$ cat src/common/ctrlPkg.sv
package ctrlPkg;

  typedef enum logic [4:0] {
    stReset,
    stFetchRead,
    stFetchPc,
    stFetchIr,
    stDecode,
    stAluReg,
    stAluImm,
    stLui,
    stMoveHiLo,
    stJr,
    stJump,
    stStore,
    stMulDivStart,
    stMulDivWait,
    stHiLoWrite,
    stBranchCmp,
    stBranch,
    stException
  } stateT;

  // ALU select codes as seen by the datapath
  typedef enum logic [2:0] {
    aluPass = 3'b000,
    aluAdd  = 3'b001,
    aluSub  = 3'b010,
    aluAnd  = 3'b011,
    aluSlt  = 3'b111
  } aluOpT;

  typedef enum logic {srcAPc, srcAReg} srcAT;

  typedef enum logic [1:0] {srcBReg, srcBFour, srcBImm, srcBOffset} srcBT;

  typedef enum logic [1:0] {dstRt, dstRd, dstRa} regDstT;

  typedef enum logic [2:0] {wbAlu, wbHi, wbLo, wbLui, wbSlt, wbPc} memToRegT;

  typedef enum logic {addrPc, addrAlu} iorDT;

  typedef enum logic [1:0] {pcAluResult, pcJumpTarget, pcExceptVector} pcSourceT;

  typedef enum logic [1:0] {brEq, brNe, brLe, brGt} branchCondT;

  typedef enum logic [1:0] {excNone, excOpcode, excOverflow, excDivZero} causeT;

  // Memory reads per fetch
  localparam int FetchReadCycles = 2;

  // Multiplier and divider latency
  localparam int MulDivWaitCycles = 33;

  localparam int CountWidth = 6;

endpackage

$ cat src/common/isaPkg.sv
package isaPkg;

  localparam int OpcodeWidth = 6;
  localparam int FunctWidth = 6;

  // Opcodes
  localparam logic [OpcodeWidth-1:0] OpcR     = 6'b000000;
  localparam logic [OpcodeWidth-1:0] OpcJ     = 6'b000010;
  localparam logic [OpcodeWidth-1:0] OpcJal   = 6'b000011;
  localparam logic [OpcodeWidth-1:0] OpcBeq   = 6'b000100;
  localparam logic [OpcodeWidth-1:0] OpcBne   = 6'b000101;
  localparam logic [OpcodeWidth-1:0] OpcBle   = 6'b000110;
  localparam logic [OpcodeWidth-1:0] OpcBgt   = 6'b000111;
  localparam logic [OpcodeWidth-1:0] OpcAddi  = 6'b001000;
  localparam logic [OpcodeWidth-1:0] OpcAddiu = 6'b001001;
  localparam logic [OpcodeWidth-1:0] OpcSlti  = 6'b001010;
  localparam logic [OpcodeWidth-1:0] OpcLui   = 6'b001111;
  localparam logic [OpcodeWidth-1:0] OpcSw    = 6'b101011;

  // R-type funct field
  localparam logic [FunctWidth-1:0] FnJr   = 6'b001000;
  localparam logic [FunctWidth-1:0] FnMfhi = 6'b010000;
  localparam logic [FunctWidth-1:0] FnMflo = 6'b010010;
  localparam logic [FunctWidth-1:0] FnMult = 6'b011000;
  localparam logic [FunctWidth-1:0] FnDiv  = 6'b011010;
  localparam logic [FunctWidth-1:0] FnAdd  = 6'b100000;
  localparam logic [FunctWidth-1:0] FnSub  = 6'b100010;
  localparam logic [FunctWidth-1:0] FnAnd  = 6'b100100;
  localparam logic [FunctWidth-1:0] FnSlt  = 6'b101010;

  typedef enum logic [4:0] {
    opAdd,
    opAnd,
    opSub,
    opSlt,
    opAddi,
    opAddiu,
    opSlti,
    opLui,
    opMfhi,
    opMflo,
    opJr,
    opJ,
    opJal,
    opSw,
    opMult,
    opDiv,
    opBeq,
    opBne,
    opBle,
    opBgt,
    opInvalid
  } opT;

endpackage

$ cat src/controlSequencer/controlSequencer.sv
`timescale 1ns/1ps

module controlSequencer (
  input  logic           clk,
  input  logic           reset,
  input  isaPkg::opT     op,
  input  logic           overflow,
  input  logic           divZero,
  output ctrlPkg::stateT state,
  output isaPkg::opT     heldOp,
  output ctrlPkg::causeT cause
);

  localparam logic [ctrlPkg::CountWidth-1:0] ReadLast =
    (ctrlPkg::CountWidth)'(ctrlPkg::FetchReadCycles - 1);
  localparam logic [ctrlPkg::CountWidth-1:0] WaitLast =
    (ctrlPkg::CountWidth)'(ctrlPkg::MulDivWaitCycles - 1);

  ctrlPkg::stateT stateNext;
  ctrlPkg::causeT causeNext;
  logic [ctrlPkg::CountWidth-1:0] count;
  logic [ctrlPkg::CountWidth-1:0] countNext;

  // Execute class of a decoded operation
  function automatic ctrlPkg::stateT execState(input isaPkg::opT decoded);
    case (decoded)
      isaPkg::opAdd, isaPkg::opAnd, isaPkg::opSub, isaPkg::opSlt:
        execState = ctrlPkg::stAluReg;
      isaPkg::opAddi, isaPkg::opAddiu, isaPkg::opSlti:
        execState = ctrlPkg::stAluImm;
      isaPkg::opLui:
        execState = ctrlPkg::stLui;
      isaPkg::opMfhi, isaPkg::opMflo:
        execState = ctrlPkg::stMoveHiLo;
      isaPkg::opJr:
        execState = ctrlPkg::stJr;
      isaPkg::opJ, isaPkg::opJal:
        execState = ctrlPkg::stJump;
      isaPkg::opSw:
        execState = ctrlPkg::stStore;
      isaPkg::opMult, isaPkg::opDiv:
        execState = ctrlPkg::stMulDivStart;
      isaPkg::opBeq, isaPkg::opBne, isaPkg::opBle, isaPkg::opBgt:
        execState = ctrlPkg::stBranchCmp;
      default:
        execState = ctrlPkg::stException;
    endcase
  endfunction

  always_comb begin
    stateNext = ctrlPkg::stFetchRead;
    causeNext = ctrlPkg::excNone;
    countNext = '0;
    case (state)
      ctrlPkg::stFetchRead: begin
        if (count == ReadLast) begin
          stateNext = ctrlPkg::stFetchPc;
        end else begin
          stateNext = ctrlPkg::stFetchRead;
          countNext = count + 1'b1;
        end
      end
      ctrlPkg::stFetchPc: stateNext = ctrlPkg::stFetchIr;
      ctrlPkg::stFetchIr: stateNext = ctrlPkg::stDecode;
      ctrlPkg::stDecode: begin
        // heldOp is loaded on this edge, so dispatch on the live op
        stateNext = execState(op);
        if (op == isaPkg::opInvalid) begin
          causeNext = ctrlPkg::excOpcode;
        end
      end
      ctrlPkg::stAluReg: begin
        if (overflow && (heldOp == isaPkg::opAdd || heldOp == isaPkg::opSub)) begin
          stateNext = ctrlPkg::stException;
          causeNext = ctrlPkg::excOverflow;
        end
      end
      ctrlPkg::stAluImm: begin
        if (overflow && heldOp == isaPkg::opAddi) begin
          stateNext = ctrlPkg::stException;
          causeNext = ctrlPkg::excOverflow;
        end
      end
      ctrlPkg::stMulDivStart: begin
        if (divZero && heldOp == isaPkg::opDiv) begin
          stateNext = ctrlPkg::stException;
          causeNext = ctrlPkg::excDivZero;
        end else begin
          stateNext = ctrlPkg::stMulDivWait;
        end
      end
      ctrlPkg::stMulDivWait: begin
        if (count == WaitLast) begin
          stateNext = ctrlPkg::stHiLoWrite;
        end else begin
          stateNext = ctrlPkg::stMulDivWait;
          countNext = count + 1'b1;
        end
      end
      ctrlPkg::stBranchCmp: stateNext = ctrlPkg::stBranch;
      default: stateNext = ctrlPkg::stFetchRead;
    endcase
  end

  always_ff @(posedge clk) begin
    if (reset) begin
      state <= ctrlPkg::stReset;
      count <= '0;
      cause <= ctrlPkg::excNone;
    end else begin
      state <= stateNext;
      count <= countNext;
      cause <= causeNext;
    end
  end

  always_ff @(posedge clk) begin
    if (state == ctrlPkg::stDecode) begin
      heldOp <= op;
    end
  end

endmodule

$ cat src/hdl/controlEncoder.sv
`timescale 1ns/1ps

module controlEncoder (
  input  ctrlPkg::stateT      state,
  input  isaPkg::opT          heldOp,
  input  ctrlPkg::causeT      cause,
  output logic                pcWrite,
  output logic                pcWriteCond,
  output logic                aWrite,
  output logic                bWrite,
  output logic                epcWrite,
  output logic                hiWrite,
  output logic                loWrite,
  output logic                flagRegWrite,
  output logic                irWrite,
  output logic                regWrite,
  output logic                memWrite,
  output logic                multStart,
  output logic                divStart,
  output logic                resetOut,
  output ctrlPkg::aluOpT      aluOp,
  output ctrlPkg::srcAT       srcA,
  output ctrlPkg::srcBT       srcB,
  output ctrlPkg::regDstT     regDst,
  output ctrlPkg::memToRegT   memToReg,
  output ctrlPkg::iorDT       iorD,
  output ctrlPkg::pcSourceT   pcSource,
  output ctrlPkg::branchCondT branchCond,
  output ctrlPkg::causeT      causeOut
);

  always_comb begin
    pcWrite      = 1'b0;
    pcWriteCond  = 1'b0;
    aWrite       = 1'b0;
    bWrite       = 1'b0;
    epcWrite     = 1'b0;
    hiWrite      = 1'b0;
    loWrite      = 1'b0;
    flagRegWrite = 1'b0;
    irWrite      = 1'b0;
    regWrite     = 1'b0;
    memWrite     = 1'b0;
    multStart    = 1'b0;
    divStart     = 1'b0;
    resetOut     = 1'b0;
    aluOp        = ctrlPkg::aluPass;
    srcA         = ctrlPkg::srcAPc;
    srcB         = ctrlPkg::srcBReg;
    regDst       = ctrlPkg::dstRt;
    memToReg     = ctrlPkg::wbAlu;
    iorD         = ctrlPkg::addrPc;
    pcSource     = ctrlPkg::pcAluResult;
    branchCond   = ctrlPkg::brEq;
    causeOut     = ctrlPkg::excNone;

    case (state)
      ctrlPkg::stReset: resetOut = 1'b1;
      ctrlPkg::stFetchRead: iorD = ctrlPkg::addrPc;
      ctrlPkg::stFetchPc: begin
        // PC + 4
        pcWrite  = 1'b1;
        pcSource = ctrlPkg::pcAluResult;
        srcA     = ctrlPkg::srcAPc;
        srcB     = ctrlPkg::srcBFour;
        aluOp    = ctrlPkg::aluAdd;
      end
      ctrlPkg::stFetchIr: irWrite = 1'b1;
      ctrlPkg::stDecode: begin
        aWrite = 1'b1;
        bWrite = 1'b1;
      end
      ctrlPkg::stAluReg: begin
        regWrite = 1'b1;
        regDst   = ctrlPkg::dstRd;
        srcA     = ctrlPkg::srcAReg;
        srcB     = ctrlPkg::srcBReg;
        case (heldOp)
          isaPkg::opSub: aluOp = ctrlPkg::aluSub;
          isaPkg::opAnd: aluOp = ctrlPkg::aluAnd;
          isaPkg::opSlt: begin
            aluOp    = ctrlPkg::aluSlt;
            memToReg = ctrlPkg::wbSlt;
          end
          default: aluOp = ctrlPkg::aluAdd;
        endcase
      end
      ctrlPkg::stAluImm: begin
        regWrite = 1'b1;
        regDst   = ctrlPkg::dstRt;
        srcA     = ctrlPkg::srcAReg;
        srcB     = ctrlPkg::srcBImm;
        if (heldOp == isaPkg::opSlti) begin
          aluOp    = ctrlPkg::aluSlt;
          memToReg = ctrlPkg::wbSlt;
        end else begin
          aluOp = ctrlPkg::aluAdd;
        end
      end
      ctrlPkg::stLui: begin
        regWrite = 1'b1;
        regDst   = ctrlPkg::dstRt;
        memToReg = ctrlPkg::wbLui;
      end
      ctrlPkg::stMoveHiLo: begin
        regWrite = 1'b1;
        regDst   = ctrlPkg::dstRd;
        memToReg = (heldOp == isaPkg::opMfhi) ? ctrlPkg::wbHi : ctrlPkg::wbLo;
      end
      ctrlPkg::stJr: begin
        pcWrite  = 1'b1;
        aluOp    = ctrlPkg::aluPass;
        srcA     = ctrlPkg::srcAReg;
        pcSource = ctrlPkg::pcAluResult;
      end
      ctrlPkg::stJump: begin
        pcWrite  = 1'b1;
        pcSource = ctrlPkg::pcJumpTarget;
        if (heldOp == isaPkg::opJal) begin
          // Link address into $ra
          regWrite = 1'b1;
          regDst   = ctrlPkg::dstRa;
          memToReg = ctrlPkg::wbPc;
        end
      end
      ctrlPkg::stStore: begin
        memWrite = 1'b1;
        iorD     = ctrlPkg::addrAlu;
        aluOp    = ctrlPkg::aluAdd;
        srcA     = ctrlPkg::srcAReg;
        srcB     = ctrlPkg::srcBImm;
      end
      ctrlPkg::stMulDivStart: begin
        multStart = (heldOp == isaPkg::opMult);
        divStart  = (heldOp == isaPkg::opDiv);
      end
      ctrlPkg::stHiLoWrite: begin
        hiWrite = 1'b1;
        loWrite = 1'b1;
      end
      ctrlPkg::stBranchCmp: begin
        flagRegWrite = 1'b1;
        aluOp        = ctrlPkg::aluSub;
        srcA         = ctrlPkg::srcAReg;
        srcB         = ctrlPkg::srcBReg;
      end
      ctrlPkg::stBranch: begin
        // Target PC + offset is taken only if the flag test passes
        pcWriteCond = 1'b1;
        aluOp       = ctrlPkg::aluAdd;
        srcA        = ctrlPkg::srcAPc;
        srcB        = ctrlPkg::srcBOffset;
        case (heldOp)
          isaPkg::opBne: branchCond = ctrlPkg::brNe;
          isaPkg::opBle: branchCond = ctrlPkg::brLe;
          isaPkg::opBgt: branchCond = ctrlPkg::brGt;
          default:       branchCond = ctrlPkg::brEq;
        endcase
      end
      ctrlPkg::stException: begin
        epcWrite = 1'b1;
        pcWrite  = 1'b1;
        pcSource = ctrlPkg::pcExceptVector;
        causeOut = cause;
      end
      default: ;
    endcase
  end

endmodule

$ cat src/hdl/controlUnit.sv
`timescale 1ns/1ps

module controlUnit (
  input  logic                           clk,
  input  logic                           reset,
  input  logic [isaPkg::OpcodeWidth-1:0] opcode,
  input  logic [isaPkg::FunctWidth-1:0]  funct,
  input  logic                           overflow,
  input  logic                           divZero,
  output logic                           pcWrite,
  output logic                           pcWriteCond,
  output logic                           aWrite,
  output logic                           bWrite,
  output logic                           epcWrite,
  output logic                           hiWrite,
  output logic                           loWrite,
  output logic                           flagRegWrite,
  output logic                           irWrite,
  output logic                           regWrite,
  output logic                           memWrite,
  output logic                           multStart,
  output logic                           divStart,
  output logic                           resetOut,
  output ctrlPkg::aluOpT                 aluOp,
  output ctrlPkg::srcAT                  srcA,
  output ctrlPkg::srcBT                  srcB,
  output ctrlPkg::regDstT                regDst,
  output ctrlPkg::memToRegT              memToReg,
  output ctrlPkg::iorDT                  iorD,
  output ctrlPkg::pcSourceT              pcSource,
  output ctrlPkg::branchCondT            branchCond,
  output ctrlPkg::causeT                 cause
);

  isaPkg::opT     op;
  isaPkg::opT     heldOp;
  ctrlPkg::stateT state;
  ctrlPkg::causeT seqCause;

  instrDecoder u_instrDecoder (
    .opcode (opcode),
    .funct  (funct),
    .op     (op)
  );

  controlSequencer u_controlSequencer (
    .clk      (clk),
    .reset    (reset),
    .op       (op),
    .overflow (overflow),
    .divZero  (divZero),
    .state    (state),
    .heldOp   (heldOp),
    .cause    (seqCause)
  );

  controlEncoder u_controlEncoder (
    .state        (state),
    .heldOp       (heldOp),
    .cause        (seqCause),
    .pcWrite      (pcWrite),
    .pcWriteCond  (pcWriteCond),
    .aWrite       (aWrite),
    .bWrite       (bWrite),
    .epcWrite     (epcWrite),
    .hiWrite      (hiWrite),
    .loWrite      (loWrite),
    .flagRegWrite (flagRegWrite),
    .irWrite      (irWrite),
    .regWrite     (regWrite),
    .memWrite     (memWrite),
    .multStart    (multStart),
    .divStart     (divStart),
    .resetOut     (resetOut),
    .aluOp        (aluOp),
    .srcA         (srcA),
    .srcB         (srcB),
    .regDst       (regDst),
    .memToReg     (memToReg),
    .iorD         (iorD),
    .pcSource     (pcSource),
    .branchCond   (branchCond),
    .causeOut     (cause)
  );

endmodule

$ cat src/hdl/instrDecoder.sv
`timescale 1ns/1ps

module instrDecoder (
  input  logic [isaPkg::OpcodeWidth-1:0] opcode,
  input  logic [isaPkg::FunctWidth-1:0]  funct,
  output isaPkg::opT                     op
);

  always_comb begin
    op = isaPkg::opInvalid;
    case (opcode)
      isaPkg::OpcR: begin
        case (funct)
          isaPkg::FnAdd:  op = isaPkg::opAdd;
          isaPkg::FnAnd:  op = isaPkg::opAnd;
          isaPkg::FnSub:  op = isaPkg::opSub;
          isaPkg::FnSlt:  op = isaPkg::opSlt;
          isaPkg::FnMfhi: op = isaPkg::opMfhi;
          isaPkg::FnMflo: op = isaPkg::opMflo;
          isaPkg::FnJr:   op = isaPkg::opJr;
          isaPkg::FnMult: op = isaPkg::opMult;
          isaPkg::FnDiv:  op = isaPkg::opDiv;
          default:        op = isaPkg::opInvalid;
        endcase
      end
      isaPkg::OpcAddi:  op = isaPkg::opAddi;
      isaPkg::OpcAddiu: op = isaPkg::opAddiu;
      isaPkg::OpcSlti:  op = isaPkg::opSlti;
      isaPkg::OpcLui:   op = isaPkg::opLui;
      isaPkg::OpcSw:    op = isaPkg::opSw;
      isaPkg::OpcBeq:   op = isaPkg::opBeq;
      isaPkg::OpcBne:   op = isaPkg::opBne;
      isaPkg::OpcBle:   op = isaPkg::opBle;
      isaPkg::OpcBgt:   op = isaPkg::opBgt;
      isaPkg::OpcJ:     op = isaPkg::opJ;
      isaPkg::OpcJal:   op = isaPkg::opJal;
      // Anything else traps as an invalid opcode
      default:          op = isaPkg::opInvalid;
    endcase
  end

endmodule

$ cat config.mk
export PLATFORM = sky130hd
export DESIGN_NAME = controlUnit
export DESIGN_NICKNAME = d
export VERILOG_FILES = /design/src/common/ctrlPkg.sv /design/src/common/isaPkg.sv /design/src/controlSequencer/controlSequencer.sv /design/src/hdl/controlEncoder.sv /design/src/hdl/controlUnit.sv /design/src/hdl/instrDecoder.sv
export SDC_FILE = /design/constraint.sdc
export NUM_CORES = 1
export LEC_CHECK = 0
export ABC_AREA = 1
export BUFFER_PORTS_ARGS = -buffer_cell sky130_fd_sc_hd__buf_2
export CELL_PAD_IN_SITES_DETAIL_PLACEMENT = 1
export CELL_PAD_IN_SITES_GLOBAL_PLACEMENT = 1
export CORE_MARGIN = 8
export CORE_UTILIZATION = 34
export CTS_CLUSTER_SIZE = 30
export DETAILED_ROUTE_END_ITERATION = 7
export PLACE_DENSITY = 0.83
export SLEW_MARGIN = 20
export SYNTH_ARGS = -nofsm -noshare
export SYNTH_HDL_FRONTEND = slang
export SYNTH_SLANG_ARGS = --single-unit
$ cat constraint.sdc
create_clock -name clk -period 2.4 [get_ports clk]
set_clock_uncertainty 0.15 [all_clocks]
set_input_delay 0.24 -clock clk [delete_from_list [all_inputs] [get_ports clk]]
set_output_delay 0.24 -clock clk [all_outputs]
set_load 0.02 [all_outputs]
* Word-level counts from Yosys, hierarchy flattened
Memories as Yosys holds them, arrays and structs flattened.
Cells that the tools add are included.
** Storage, ports and cells
- Latch bits :: 0
- Output and inout port bits :: 32
- Memories kept :: 1
- ROM bits :: 160
- Memory bits (writable) :: 0
- Word-level logic and storage cells :: 116
- Bits of input ports :: 16
- Register bits after elaboration :: 18
** Memories
- (name not given) :: words 32, bits a word 5, rd ports 1, clocked after Yosys merged registers in 0, wr ports 0, RTL line controlSequencer.sv:26 : case (decoded)
** Cells by class
- Eq/ne operators :: 52
- Mux-type cells :: 45
- Shift operators :: 0
- Bitwise operators :: 0
- Add/sub/neg operators :: 1
- Order comparisons :: 0
- Reductions and logical operators :: 13
- Div/mod/pow operators :: 0
- Multipliers :: 0
** Operators by type and width (number)
- $pmux 5 s9 :: 2
- $eq 5x4->1 const B :: 12
- $pmux 5 s12 :: 1
- $eq 6x6->1 const B :: 6
- $eq 5x3->1 const B :: 6
- $eq 5x5->1 const B :: 6
- $eq 6x4->1 const B :: 5
- $eq 6x3->1 const B :: 4
- $eq 6x5->1 const B :: 4
- $eq 5x2->1 const B :: 4
- $mux 2 :: 9
- $mux 5 :: 3
- $pmux 3 s5 :: 1
- $mux 1 :: 14
- $eq 6x2->1 const B :: 2
- $mux 3 :: 4
- $mux 6 :: 2
- $pmux 2 s3 :: 2
- $pmux 3 s4 :: 1
- $pmux 6 s2 :: 1
- $eq 5x1->1 const B :: 2
- $logic_not 5->1 :: 2
- $pmux 3 s3 :: 1
- $pmux 2 s2 :: 2
- other kinds (11) :: 15

* Longest topological paths before layout
Gate-level depths: netlist of the first run.
- Word-level depth :: 6
- Gate-level depth with buffers :: 13
- Mapped depth without buffers :: 13

* Cells and area by module
A second synthesis of the first run with hierarchy kept.
** Second synthesis, totals
- Cell total of the unflattened synthesis :: 319
- Area, all modules :: 1810.5 um^2
** By module, submodules not included
- controlSequencer :: times used 1, sequential area each 410.4 um^2, area an instance 1006.0 um^2, cells an instance 139
- controlEncoder :: times used 1, sequential area each 0.0 um^2, area an instance 440.4 um^2, cells an instance 98
- instrDecoder :: times used 1, sequential area each 0.0 um^2, area an instance 364.1 um^2, cells an instance 82

* Worst setup path before layout of the first run
No wires, ideal clock.
- Kind :: register to output
- Start :: register u_controlSequencer.state[4]
- End :: output port regWrite
- Required time :: 2.010 ns
- Path slack :: 0.158 ns
- Cell stages (with the launch flop) :: 8
- Arrival :: 1.852 ns
- Path buffers :: 0
- Path through :: dfxtp_1 > inv_1 > nand2_1 > nor2_1 > inv_1 > nor4_1 > inv_1 > nand4_1
** Between the ends
- Longest elaborated chain between the ends :: 3
- Elaborated cells between the ends (all ways) :: 7
- Those cells by class :: eq/ne (5); mux (1); reduce/logical (1)
** Ends and longest elaborated chain
- start, declared :: RTL line controlSequencer.sv:9 : output ctrlPkg::stateT state,
- start signal, assigned :: RTL line controlSequencer.sv:107 : state <= ctrlPkg::stReset;
- start signal, assigned :: RTL line controlSequencer.sv:111 : state <= stateNext;
- $eq 5x3->1 / $eq 5x4->1 (equally long branches) :: RTL line controlEncoder.sv:57 : case (state)
- $reduce_or 4->1 (no line)
- $pmux 1 s2 (*) :: RTL line controlEncoder.sv:57
- end, declared :: RTL line controlUnit.sv:19 : output logic regWrite,
Mark *: on every way between the ends. The rest lies on a longest branch, timed or not.

* Worst setup path after layout of the first run
- Start :: register u_controlSequencer.state[4]
- End :: output port aluOp[1]
** Between the ends
- Longest elaborated chain between the ends :: 3
- Elaborated cells between the ends (all ways) :: 8
- Those cells by class :: eq/ne (6); mux (1); reduce/logical (1)
** Ends and longest elaborated chain
- $eq 5x2->1, or another cell as far along :: RTL line controlEncoder.sv:57
- $reduce_or 3->1 (no line)
- $pmux 3 s4 (*) :: RTL line controlEncoder.sv:57
- end, declared :: RTL line controlUnit.sv:24 : output ctrlPkg::aluOpT aluOp,
Marks and branches as above.

==> results.sh, run 1 <==
export IMPL_outcome="finished clean"
export IMPL_ioPinCount=48
export IMPL_fmax_ghz=0.463
export IMPL_synth_seq_cells=18
export IMPL_critical_path_max_fanout=7
export IMPL_final_hold_viol_count=0
export IMPL_die_w_um=85.2
export IMPL_yosysSeqAreaShare=0.252
export IMPL_yosysWarningCount=0
export IMPL_leakage_uw=0.00105
export IMPL_viasPerCell=4.92
export IMPL_clock_latency_ns=0.25
export IMPL_dr_total_vias=1855
export IMPL_overflow=0
export IMPL_worstHoldPathType="input pin to flip-flop"
export IMPL_antenna_left=0
export IMPL_maxSlewHeadroom=0.697
export IMPL_gp_congestion=0.833
export IMPL_critPathMaxStageDelay_ns=0.41
export IMPL_synth_edf_count=5
export IMPL_wire_per_inst_um=13.1
export IMPL_maxSlewViolCount=0
export IMPL_drt_first_iter_violations=56
export IMPL_cap_violations=0
export IMPL_avgSynthCellArea_um2=5.88
export IMPL_rsz0062_at_grt="no"
export IMPL_critPathSlowestCell="dfxtp_1"
export IMPL_grt_pass1_wl_mm=8.49
export IMPL_cts_buffers=3
export IMPL_die_height_um=85.2
export IMPL_r2r_setup_slack_ns=0.39
export IMPL_cp_data_required_time_ns=2.01
export IMPL_start_kind="flip-flop"
export IMPL_ys_dominant_reg_cell="dfxtp_1"
export IMPL_dp_cells=373
export IMPL_port_buffer_count=47
export IMPL_path_cells="inv_2 -> nand2_1 -> inv_1 -> nand2_1 -> nor2_1 -> nor2_1 -> o21ai_0 -> buf_2"
export IMPL_place_hpwl_mm=4.21
export IMPL_h_tree_depth=1
export IMPL_tightestPinTransition_ns=0.453
export IMPL_max_vdd_ir_drop_mv=0.155
export IMPL_clockBufferDepth=2
export IMPL_antenna_cells=0
export IMPL_coreArea_um2=4660
export IMPL_utilization=0.418
export IMPL_finalCritPeriodShare=0.899
export IMPL_start_util=0.350
export IMPL_grt_antenna_before_repair=0
export IMPL_synthArstFlopShare=0
export IMPL_dr_pass1_iters=4
export IMPL_clkSinkCount=18
export IMPL_cts_setup_buffers=0
export IMPL_wl_mm=4.94
export IMPL_cp_arrival_ns=1.77
export IMPL_min_period_ns=2.16
export IMPL_crit_type="flip-flop to primary output"
export IMPL_stdcell_count=377
export IMPL_die_area_um2=7260
export IMPL_clockRootBuffer="clkbuf_8"
export IMPL_synthCells=277
export IMPL_tritoncts="built"
export IMPL_yosysUniqueCellTypes=29
export IMPL_num_rows=25
export IMPL_fin_tns_setup_ns=0
export IMPL_first_global_vias=1914
export IMPL_syn_num_nets=296
export IMPL_drc=0
export IMPL_end_kind="primary output"
export IMPL_power_density_nw_per_um2=335
export IMPL_fillers=670
export IMPL_drive_above_1_share=0.204
export IMPL_synth_cell_area_um2=1630
export IMPL_cts_hold_buf=0
export IMPL_nets=343
export IMPL_setup_viol=0
export IMPL_clkTransAtPathRegs_ns=0.07
export IMPL_syn2layout_area_growth_pct=19.5
export IMPL_grt_max_degree=11
export IMPL_grt_usage=0.138
## stage by stage
step                      setup WS, ns  total power, uW  area [um^2]  hold slack, ns
after detailed placement         0.418              442         1890           0.340
after CTS                        0.141              659         1940           0.103
after global placement           0.449              438         1890           0.345
after global routing            0.0228              687         1950           0.119
final                            0.242              652         1950           0.109
after floorplan                  0.158              404         1630           0.261
## cells in the mapped netlist, types with 2 or more instances
| cell | count | area share |
|---|---|---|
| dfxtp_1 | 13 | 0.16 |
| a21oi_1 | 10 | 0.031 |
| ha_1 | 3 | 0.023 |
| nand2_1 | 46 | 0.11 |
| nor3_1 | 10 | 0.031 |
| a31oi_1 | 2 | 0.0077 |
| nor2_1 | 54 | 0.12 |
| or2_2 | 2 | 0.0077 |
| o21ai_0 | 14 | 0.043 |
| nor4_1 | 3 | 0.012 |
| edfxtp_1 | 5 | 0.092 |
| buf_4 | 4 | 0.018 |
| nor3b_1 | 3 | 0.014 |
| inv_1 | 52 | 0.12 |
| nand3_1 | 30 | 0.092 |
| xor2_1 | 3 | 0.016 |
| nand4_1 | 6 | 0.023 |
| nor2_2 | 6 | 0.023 |
## cells by family after synthesis
kind of cell	Yosys count	synth area share
flops	18	0.252
fa+ha+maj	3	0.0230
simple gates	165	0.463
xor+xnor	4	0.0215
buf+inv	59	0.150
compound gates	28	0.0906
## cell usage in the layout (no fill, tap or decap), drive strengths merged
cell / synthesis / layout
nor2: 61 / 61
inv: 53 / 53
buf: 5 / 48
nand2: 46 / 46
nand3: 30 / 30
o21ai: 14 / 14
dfxtp: 13 / 13
nor3: 11 / 11
a21oi: 10 / 10
nand4: 6 / 6
edfxtp: 5 / 5
clkbuf: 1 / 4
nor3b: 3 / 3
nor4: 3 / 3
xor2: 3 / 3
ha: 3 / 3
or2: 3 / 3
a31oi: 2 / 2
a211oi: 1 / 1
o211ai: 1 / 1
nand3b: 1 / 1
or3: 1 / 1
xnor2: 1 / 1
## worst max-delay path: cells and delay by family, from the launching register on
| family | cells | cell delay (ns) |
|---|---|---|
| AND/OR/NAND/NOR | 4 | 0.62 |
| flip-flops | 1 | 0.41 |
| buffers and inverters | 3 | 0.40 |
| AO/OA/AOI/OAI | 1 | 0.08 |
## what timing repair did
item	4_1_cts	5_1_grt
endpoints found under the setup margin	0	2
resized for setup	0	3
endpoints found under the hold margin	0	0
## routing by layer
layer | global-route usage | routed length, um
met4 | 0.0453 | 78
met2 | 0.252 | 2270
met1 | 0.154 | 2290
met3 | 0.0290 | 299
met5 | 0 | 0
## final timing paths
| path | depth (start not counted) | start | end |
|---|---|---|---|
| setup reg to reg | 6 | u_controlSequencer.state[0] | u_controlSequencer.count[3] |
| hold / removal | 2 | reset | u_controlSequencer.state[1] |
| hold reg to reg | 1 | u_controlSequencer.count[0] | u_controlSequencer.count[0] |
| setup / recovery | 8 | u_controlSequencer.state[4] | aluOp[1] |
## state kept, by name, summed over array words and instances (netlist names)
register	cells
u_controlSequencer.cause	2
u_controlSequencer.count	6
u_controlSequencer.state	5
u_controlSequencer.heldOp	5
## power by group
part	switching, uW	internal (uW)
Combinational	74.9	38.9
Sequential	6.09	316
Clock	98.2	118
## area by class of cell
type                       instances  area [um^2]  area share
clock buffer                       4         45.0      0.0231
inverter                          53          199       0.102
multi-input combinational        200          982       0.504
sequential                        18          410       0.211
tap                               54         67.6      0.0347
timing repair buffer              48          243       0.125
Power figures use the tool's default switching activity.
==> inputs of run 2 (changes only) <==
--- a/config.mk
+++ b/config.mk
@@ -6,7 +6,7 @@
 export NUM_CORES = 1
 export LEC_CHECK = 0
 export ABC_AREA = 1
-export BUFFER_PORTS_ARGS = -buffer_cell sky130_fd_sc_hd__buf_2
+export BUFFER_PORTS_ARGS = -buffer_cell sky130_fd_sc_hd__buf_4
 export CELL_PAD_IN_SITES_DETAIL_PLACEMENT = 1
 export CELL_PAD_IN_SITES_GLOBAL_PLACEMENT = 1
 export CORE_MARGIN = 8
==> run 2 against run 1 <==
Net effect: sequential share of layout area is 1.3 points lower; setup slack got worse by 0.066 ns; hold slack lost 0.056 ns; sequential power about the same; clock power is 17% higher; global-route usage up 0.46 points; combinational power is 9% higher; largest cell class unchanged.
==> results.sh, run 2 (synthesis gave the netlist of run 1 again) <==
export IMPL_gr_usage_met3=0.0319
export IMPL_die_w_um=85.2
export IMPL_ff_latch_area_um2=410
export IMPL_grt_busiest_layer="met2"
export IMPL_dr_total_vias=1865
export IMPL_fin_tns_setup_ns=0
export IMPL_maxSlewHeadroom=0.726
export IMPL_clock_latency_ns=0.26
export IMPL_reg2reg_depth=6
export IMPL_grtUsageMet2=0.249
export IMPL_multi_input_area_um2=982
export IMPL_grt_usage=0.143
export IMPL_drc=0
export IMPL_cpMostUsedCell="inv_1"
export IMPL_rsz0062_at_grt="no"
export IMPL_dp_cells=373
export IMPL_clockRootBuffer="clkbuf_8"
export IMPL_critPathMaxStageDelay_ns=0.40
export IMPL_wl_mm=5.11
export IMPL_finalCritPeriodShare=0.927
export IMPL_regMostFlops="u_controlSequencer.count"
export IMPL_cts_hold_buf=0
export IMPL_layout_commonest_cell="nor2_1"
export IMPL_syn2layout_area_growth_pct=27.3
export IMPL_critPathSlowestCell="dfxtp_1"
export IMPL_final_hold_viol_count=0
export IMPL_stdcell_count=377
export IMPL_cap_violations=0
export IMPL_cts_buffers=3
export IMPL_top_regs="u_controlSequencer.count (6), u_controlSequencer.heldOp (5), u_controlSequencer.state (5)"
export IMPL_clkTransAtPathRegs_ns=0.07
export IMPL_grt_max_degree=11
export IMPL_die_height_um=85.2
export IMPL_largest_register_ffs=6
export IMPL_max_vdd_ir_drop_mv=0.170
export IMPL_finalInstanceArea_um2=2070
export IMPL_num_rows=25
export IMPL_clkSinkCount=18
export IMPL_wire_per_inst_um=13.6
export IMPL_critical_path_max_fanout=7
export IMPL_hold_depth=2
export IMPL_cts_resized=0
export IMPL_overflow=0
export IMPL_gp_congestion=0.881
export IMPL_min_period_ns=2.22
export IMPL_finalPower_uw=697
export IMPL_crit_buf_inv=4
export IMPL_start_util=0.350
export IMPL_placed_area_um2=2010
export IMPL_clockBufferDepth=2
export IMPL_h_tree_depth=1
export IMPL_path_cells="inv_2 -> nand2_1 -> nor2_1 -> inv_1 -> nor4_1 -> inv_1 -> nand4_1 -> buf_4"
export IMPL_antenna_cells=0
export IMPL_first_global_vias=1933
export IMPL_setup_viol=0
export IMPL_crit_type="flip-flop to primary output"
export IMPL_grt_antenna_before_repair=0
export IMPL_port_buffer_count=47
export IMPL_outcome="finished clean"
export IMPL_worstHoldPathType="input pin to flip-flop"
export IMPL_place_hpwl_mm=4.35
export IMPL_grt_util_met1=0.156
export IMPL_fillers=654
export IMPL_start_kind="flip-flop"
export IMPL_die_area_um2=7260
export IMPL_dr_pass1_iters=4
export IMPL_maxSlewViolCount=0
export IMPL_crit_family="simple AND/OR/NAND/NOR gates"
export IMPL_viasPerCell=4.95
export IMPL_grt_pass1_wl_mm=8.54
export IMPL_coreArea_um2=4660
export IMPL_cts_setup_buffers=0
export IMPL_path_depth=8
export IMPL_drive_above_1_share=0.207
export IMPL_final_cell_mix="nor2_1, inv_1, buf_4"
export IMPL_leakage_uw=0.00106
export IMPL_ioPinCount=48
export IMPL_fmax_ghz=0.450
export IMPL_tightestPinTransition_ns=0.407
export IMPL_nets=343
export IMPL_power_density_nw_per_um2=336
export IMPL_cp_arrival_ns=1.83
export IMPL_tritoncts="built"
export IMPL_end_kind="primary output"
export IMPL_antenna_left=0
export IMPL_drt_first_iter_violations=45
export IMPL_cp_data_required_time_ns=2.01
[run 2: cell counts in the layout (fill, tap and decap cells not counted)]
No cell type changed its count.
[run 2: through the flow]
step           worst slack, ns  utilization  hold WS [ns]
2_1_floorplan            0.158            -         0.261
3_3_place_gp             0.348        0.432         0.329
3_5_place_dp             0.300        0.432         0.326
4_1_cts                 0.0225        0.443        0.0417
5_1_grt                 0.0152        0.445        0.0555
6_report                 0.176        0.445        0.0521
[run 2: worst paths after layout]
kind,from,to,slack [ns]
hold / removal,reset,u_controlSequencer.state[2],0.05
setup reg to reg,u_controlSequencer.state[0],u_controlSequencer.count[5],0.33
setup / recovery,u_controlSequencer.state[4],regWrite,0.18
hold reg to reg,u_controlSequencer.count[0],u_controlSequencer.count[0],0.37
[run 2: cell type report]
type                    count  share of cell area
flip-flops and latches     18               0.198
repair buffers             48               0.174
inverters                  53              0.0959
well taps                  54              0.0326
multi-input cells         200               0.473
clock buffers               4              0.0265
[run 2: power by group]
part           switching, uW  leakage (uW)  internal (uW)  total, uW
logic                   75.7      0.000888           47.9        124
clock network            105     0.0000288            146        252
registers               6.37      0.000148            316        322
total                    187       0.00106            510        697
[run 2: metal layers]
layer	wire [um]	vias to the layer above	part of all wire
met3	282	9	0.055
met5	0	-	0
met2	2420	48	0.47
met4	141	0	0.028
met1	2270	835	0.44
li1	-	973	-
==> inputs of run 3 (changes only) <==
--- a/config.mk
+++ b/config.mk
@@ -5,15 +5,14 @@
 export SDC_FILE = /design/constraint.sdc
 export NUM_CORES = 1
 export LEC_CHECK = 0
-export ABC_AREA = 1
 export BUFFER_PORTS_ARGS = -buffer_cell sky130_fd_sc_hd__buf_4
 export CELL_PAD_IN_SITES_DETAIL_PLACEMENT = 1
 export CELL_PAD_IN_SITES_GLOBAL_PLACEMENT = 1
 export CORE_MARGIN = 8
-export CORE_UTILIZATION = 34
+export CORE_UTILIZATION = 41
 export CTS_CLUSTER_SIZE = 30
 export DETAILED_ROUTE_END_ITERATION = 7
-export PLACE_DENSITY = 0.83
+export PLACE_DENSITY = 0.9
 export SLEW_MARGIN = 20
 export SYNTH_ARGS = -nofsm -noshare
 export SYNTH_HDL_FRONTEND = slang
==> constraint.sdc (replaced) <==
create_clock -name clk -period 2.8 [get_ports clk]
set_clock_uncertainty 0.15 [all_clocks]
set_input_delay 0.28 -clock clk [delete_from_list [all_inputs] [get_ports clk]]
set_output_delay 0.28 -clock clk [all_outputs]
set_load 0.02 [all_outputs]
==> run 3 against run 2 <==
Net effect: hold slack improved by 0.079 ns; wire length rose by 2.7%; critical path depth fell by 1; clock power fell by 16%; final cell count fell by 15%; non-clock buffer count did not move; synthesized cell count fell by 14%; die area fell by 6.2%; critical path type unchanged; highest routed layer unchanged.
==> results.sh, run 3 <==
export IMPL_crit_family="simple AND/OR/NAND/NOR gates"
export IMPL_drc=0
export IMPL_min_period_ns=2.54
export IMPL_end_kind="primary output"
export IMPL_ioPinCount=48
export IMPL_synth_seq_cells=18
export IMPL_layout_commonest_cell="buf_4"
export IMPL_dr_total_vias=1846
export IMPL_gr_usage_met3=0.0249
export IMPL_cp_data_required_time_ns=2.37
export IMPL_cp_arrival_ns=2.11
export IMPL_syn_num_nets=258
export IMPL_viasPerCell=5.73
export IMPL_clock_latency_ns=0.25
export IMPL_yosysWarningCount=0
export IMPL_cts_hold_buf=0
export IMPL_dr_pass1_iters=4
export IMPL_antenna_cells=0
export IMPL_yosysUniqueCellTypes=68
export IMPL_leakage_uw=0.000913
export IMPL_die_w_um=82.5
export IMPL_regMostFlops="u_controlSequencer.count"
export IMPL_fillers=562
export IMPL_yosys_top_cells_count="nor2_1, dfxtp_1, nand3_1"
export IMPL_largest_register_ffs=6
export IMPL_synthMostInstantiatedCell="nor2_1"
export IMPL_critical_path_max_fanout=18
export IMPL_cts_setup_buffers=0
export IMPL_avgSynthCellArea_um2=7.60
export IMPL_first_global_vias=1876
export IMPL_cts_buffers=3
export IMPL_overflow=0
export IMPL_synth_edf_count=5
export IMPL_grtUsageMet2=0.290
export IMPL_final_hold_viol_count=0
export IMPL_grt_busiest_layer="met2"
export IMPL_grt_pass1_wl_mm=8.76
export IMPL_yosysSeqAreaShare=0.226
export IMPL_critPathMaxStageDelay_ns=0.50
export IMPL_fin_tns_setup_ns=0
export IMPL_port_buffer_count=47
export IMPL_fmax_ghz=0.394
export IMPL_clkSinkCount=18
export IMPL_max_vdd_ir_drop_mv=0.154
export IMPL_wl_mm=5.25
export IMPL_maxSlewViolCount=0
export IMPL_synthCells=239
export IMPL_cap_violations=0
export IMPL_crit_type="flip-flop to primary output"
export IMPL_worstHoldPathType="input pin to flip-flop"
export IMPL_num_rows=24
export IMPL_critPathSlowestCell="or3b_4"
export IMPL_h_tree_depth=1
export IMPL_maxSlewHeadroom=0.607
export IMPL_syn2layout_area_growth_pct=19.7
export IMPL_setup_viol=0
export IMPL_final_cell_mix="buf_4, nor2_1, nand3_1"
export IMPL_grt_max_degree=19
export IMPL_clkTransAtPathRegs_ns=0.07
export IMPL_crit_buf_inv=2
export IMPL_wire_per_inst_um=16.3
export IMPL_ys_dominant_reg_cell="dfxtp_1"
export IMPL_top_regs="u_controlSequencer.count (6), u_controlSequencer.heldOp (5), u_controlSequencer.state (5)"
export IMPL_clockRootBuffer="clkbuf_8"
export IMPL_rsz0062_at_grt="no"
export IMPL_tritoncts="built"
export IMPL_synth_area_leaders="dfxtp_1, edfxtp_1, nor2_1"
export IMPL_gp_congestion=0.847
export IMPL_drt_first_iter_violations=53
export IMPL_synth_cell_area_um2=1820
export IMPL_antenna_left=0
export IMPL_place_ws_ns=0.421
export IMPL_start_kind="flip-flop"
export IMPL_drive_above_1_share=0.267
export IMPL_die_area_um2=6810
export IMPL_utilization=0.503
export IMPL_nets=290
export IMPL_synthArstFlopShare=0
export IMPL_synth_top_area_cell="dfxtp_1"
export IMPL_finalHoldWorstSlack_ns=0.132
export IMPL_outcome="finished clean"
export IMPL_setup_ws_ns=0.265
export IMPL_power_density_nw_per_um2=279
export IMPL_clockBufferDepth=2
export IMPL_grt_usage=0.160
export IMPL_path_cells="or3b_4 -> clkinv_4 -> nand2_4 -> o22ai_1 -> a21oi_1 -> o41ai_1 -> buf_4"
export IMPL_coreArea_um2=4320
export IMPL_grt_antenna_before_repair=0
export IMPL_start_util=0.420
export IMPL_grt_util_met1=0.186
export IMPL_tightestPinTransition_ns=0.589
export IMPL_place_hpwl_mm=4.23
export IMPL_cts_resized=0
export IMPL_die_height_um=82.5
export IMPL_synthDominantCellAreaShare=0.143
export IMPL_finalCritPeriodShare=0.905
-- run 3: cell count changes after synthesis, moves of 7 or more --
cell,previous run,this run
inv_1,52,9
nand2_1,46,10
nor2_1,54,33
nand3_1,30,13
nor2b_1,0,9
nand2b_1,0,7
-- run 3: path summary, 6_finish.rpt --
check | start | to | slack (ns) | cells past startpoint
worst max register to register | u_controlSequencer.state[2] | u_controlSequencer.state[2] | 0.60 | 6
worst min register to register | u_controlSequencer.count[0] | u_controlSequencer.count[0] | 0.33 | 1
worst max-delay path | u_controlSequencer.state[4] | aluOp[1] | 0.26 | 7
worst min-delay path | reset | u_controlSequencer.state[0] | 0.13 | 2
-- run 3: layout make-up --
type	count	area, um^2	share of cell area
repair buffers	48	360	0.166
well taps	52	65.1	0.0299
inverters	10	42.5	0.0196
multi-input cells	190	1240	0.570
clock buffers	4	55.1	0.0253
flip-flops and latches	18	412	0.189
-- run 3: per-stage QoR --
step | std cells | cell area (um^2) | power [uW]
2_1_floorplan | 239 | 1820 | 362
3_3_place_gp | 318 | 2120 | 398
3_5_place_dp | 318 | 2120 | 401
4_1_cts | 322 | 2170 | 611
5_1_grt | 322 | 2170 | 638
6_report | 322 | 2170 | 607
-- run 3: routing by layer --
layer,share of wire,vias to the layer above
met3,0.061,9
li1,-,911
met4,0.017,0
met2,0.50,48
met5,0,-
met1,0.42,878
-- run 3: logic make-up after synthesis --
kind of cell	share of synthesized area
mux	0.0221
flops	0.226
fa+ha+maj	0.0262
compound gates	0.231
simple gates	0.379
xor+xnor	0.0241
buf+inv	0.0917
-- run 3: report_power, final --
group	switching (uW)	internal, uW	total, uW
logic	70.6	51.7	122
clock network	86.4	125	211
registers	3.00	270	273
total	160	447	607
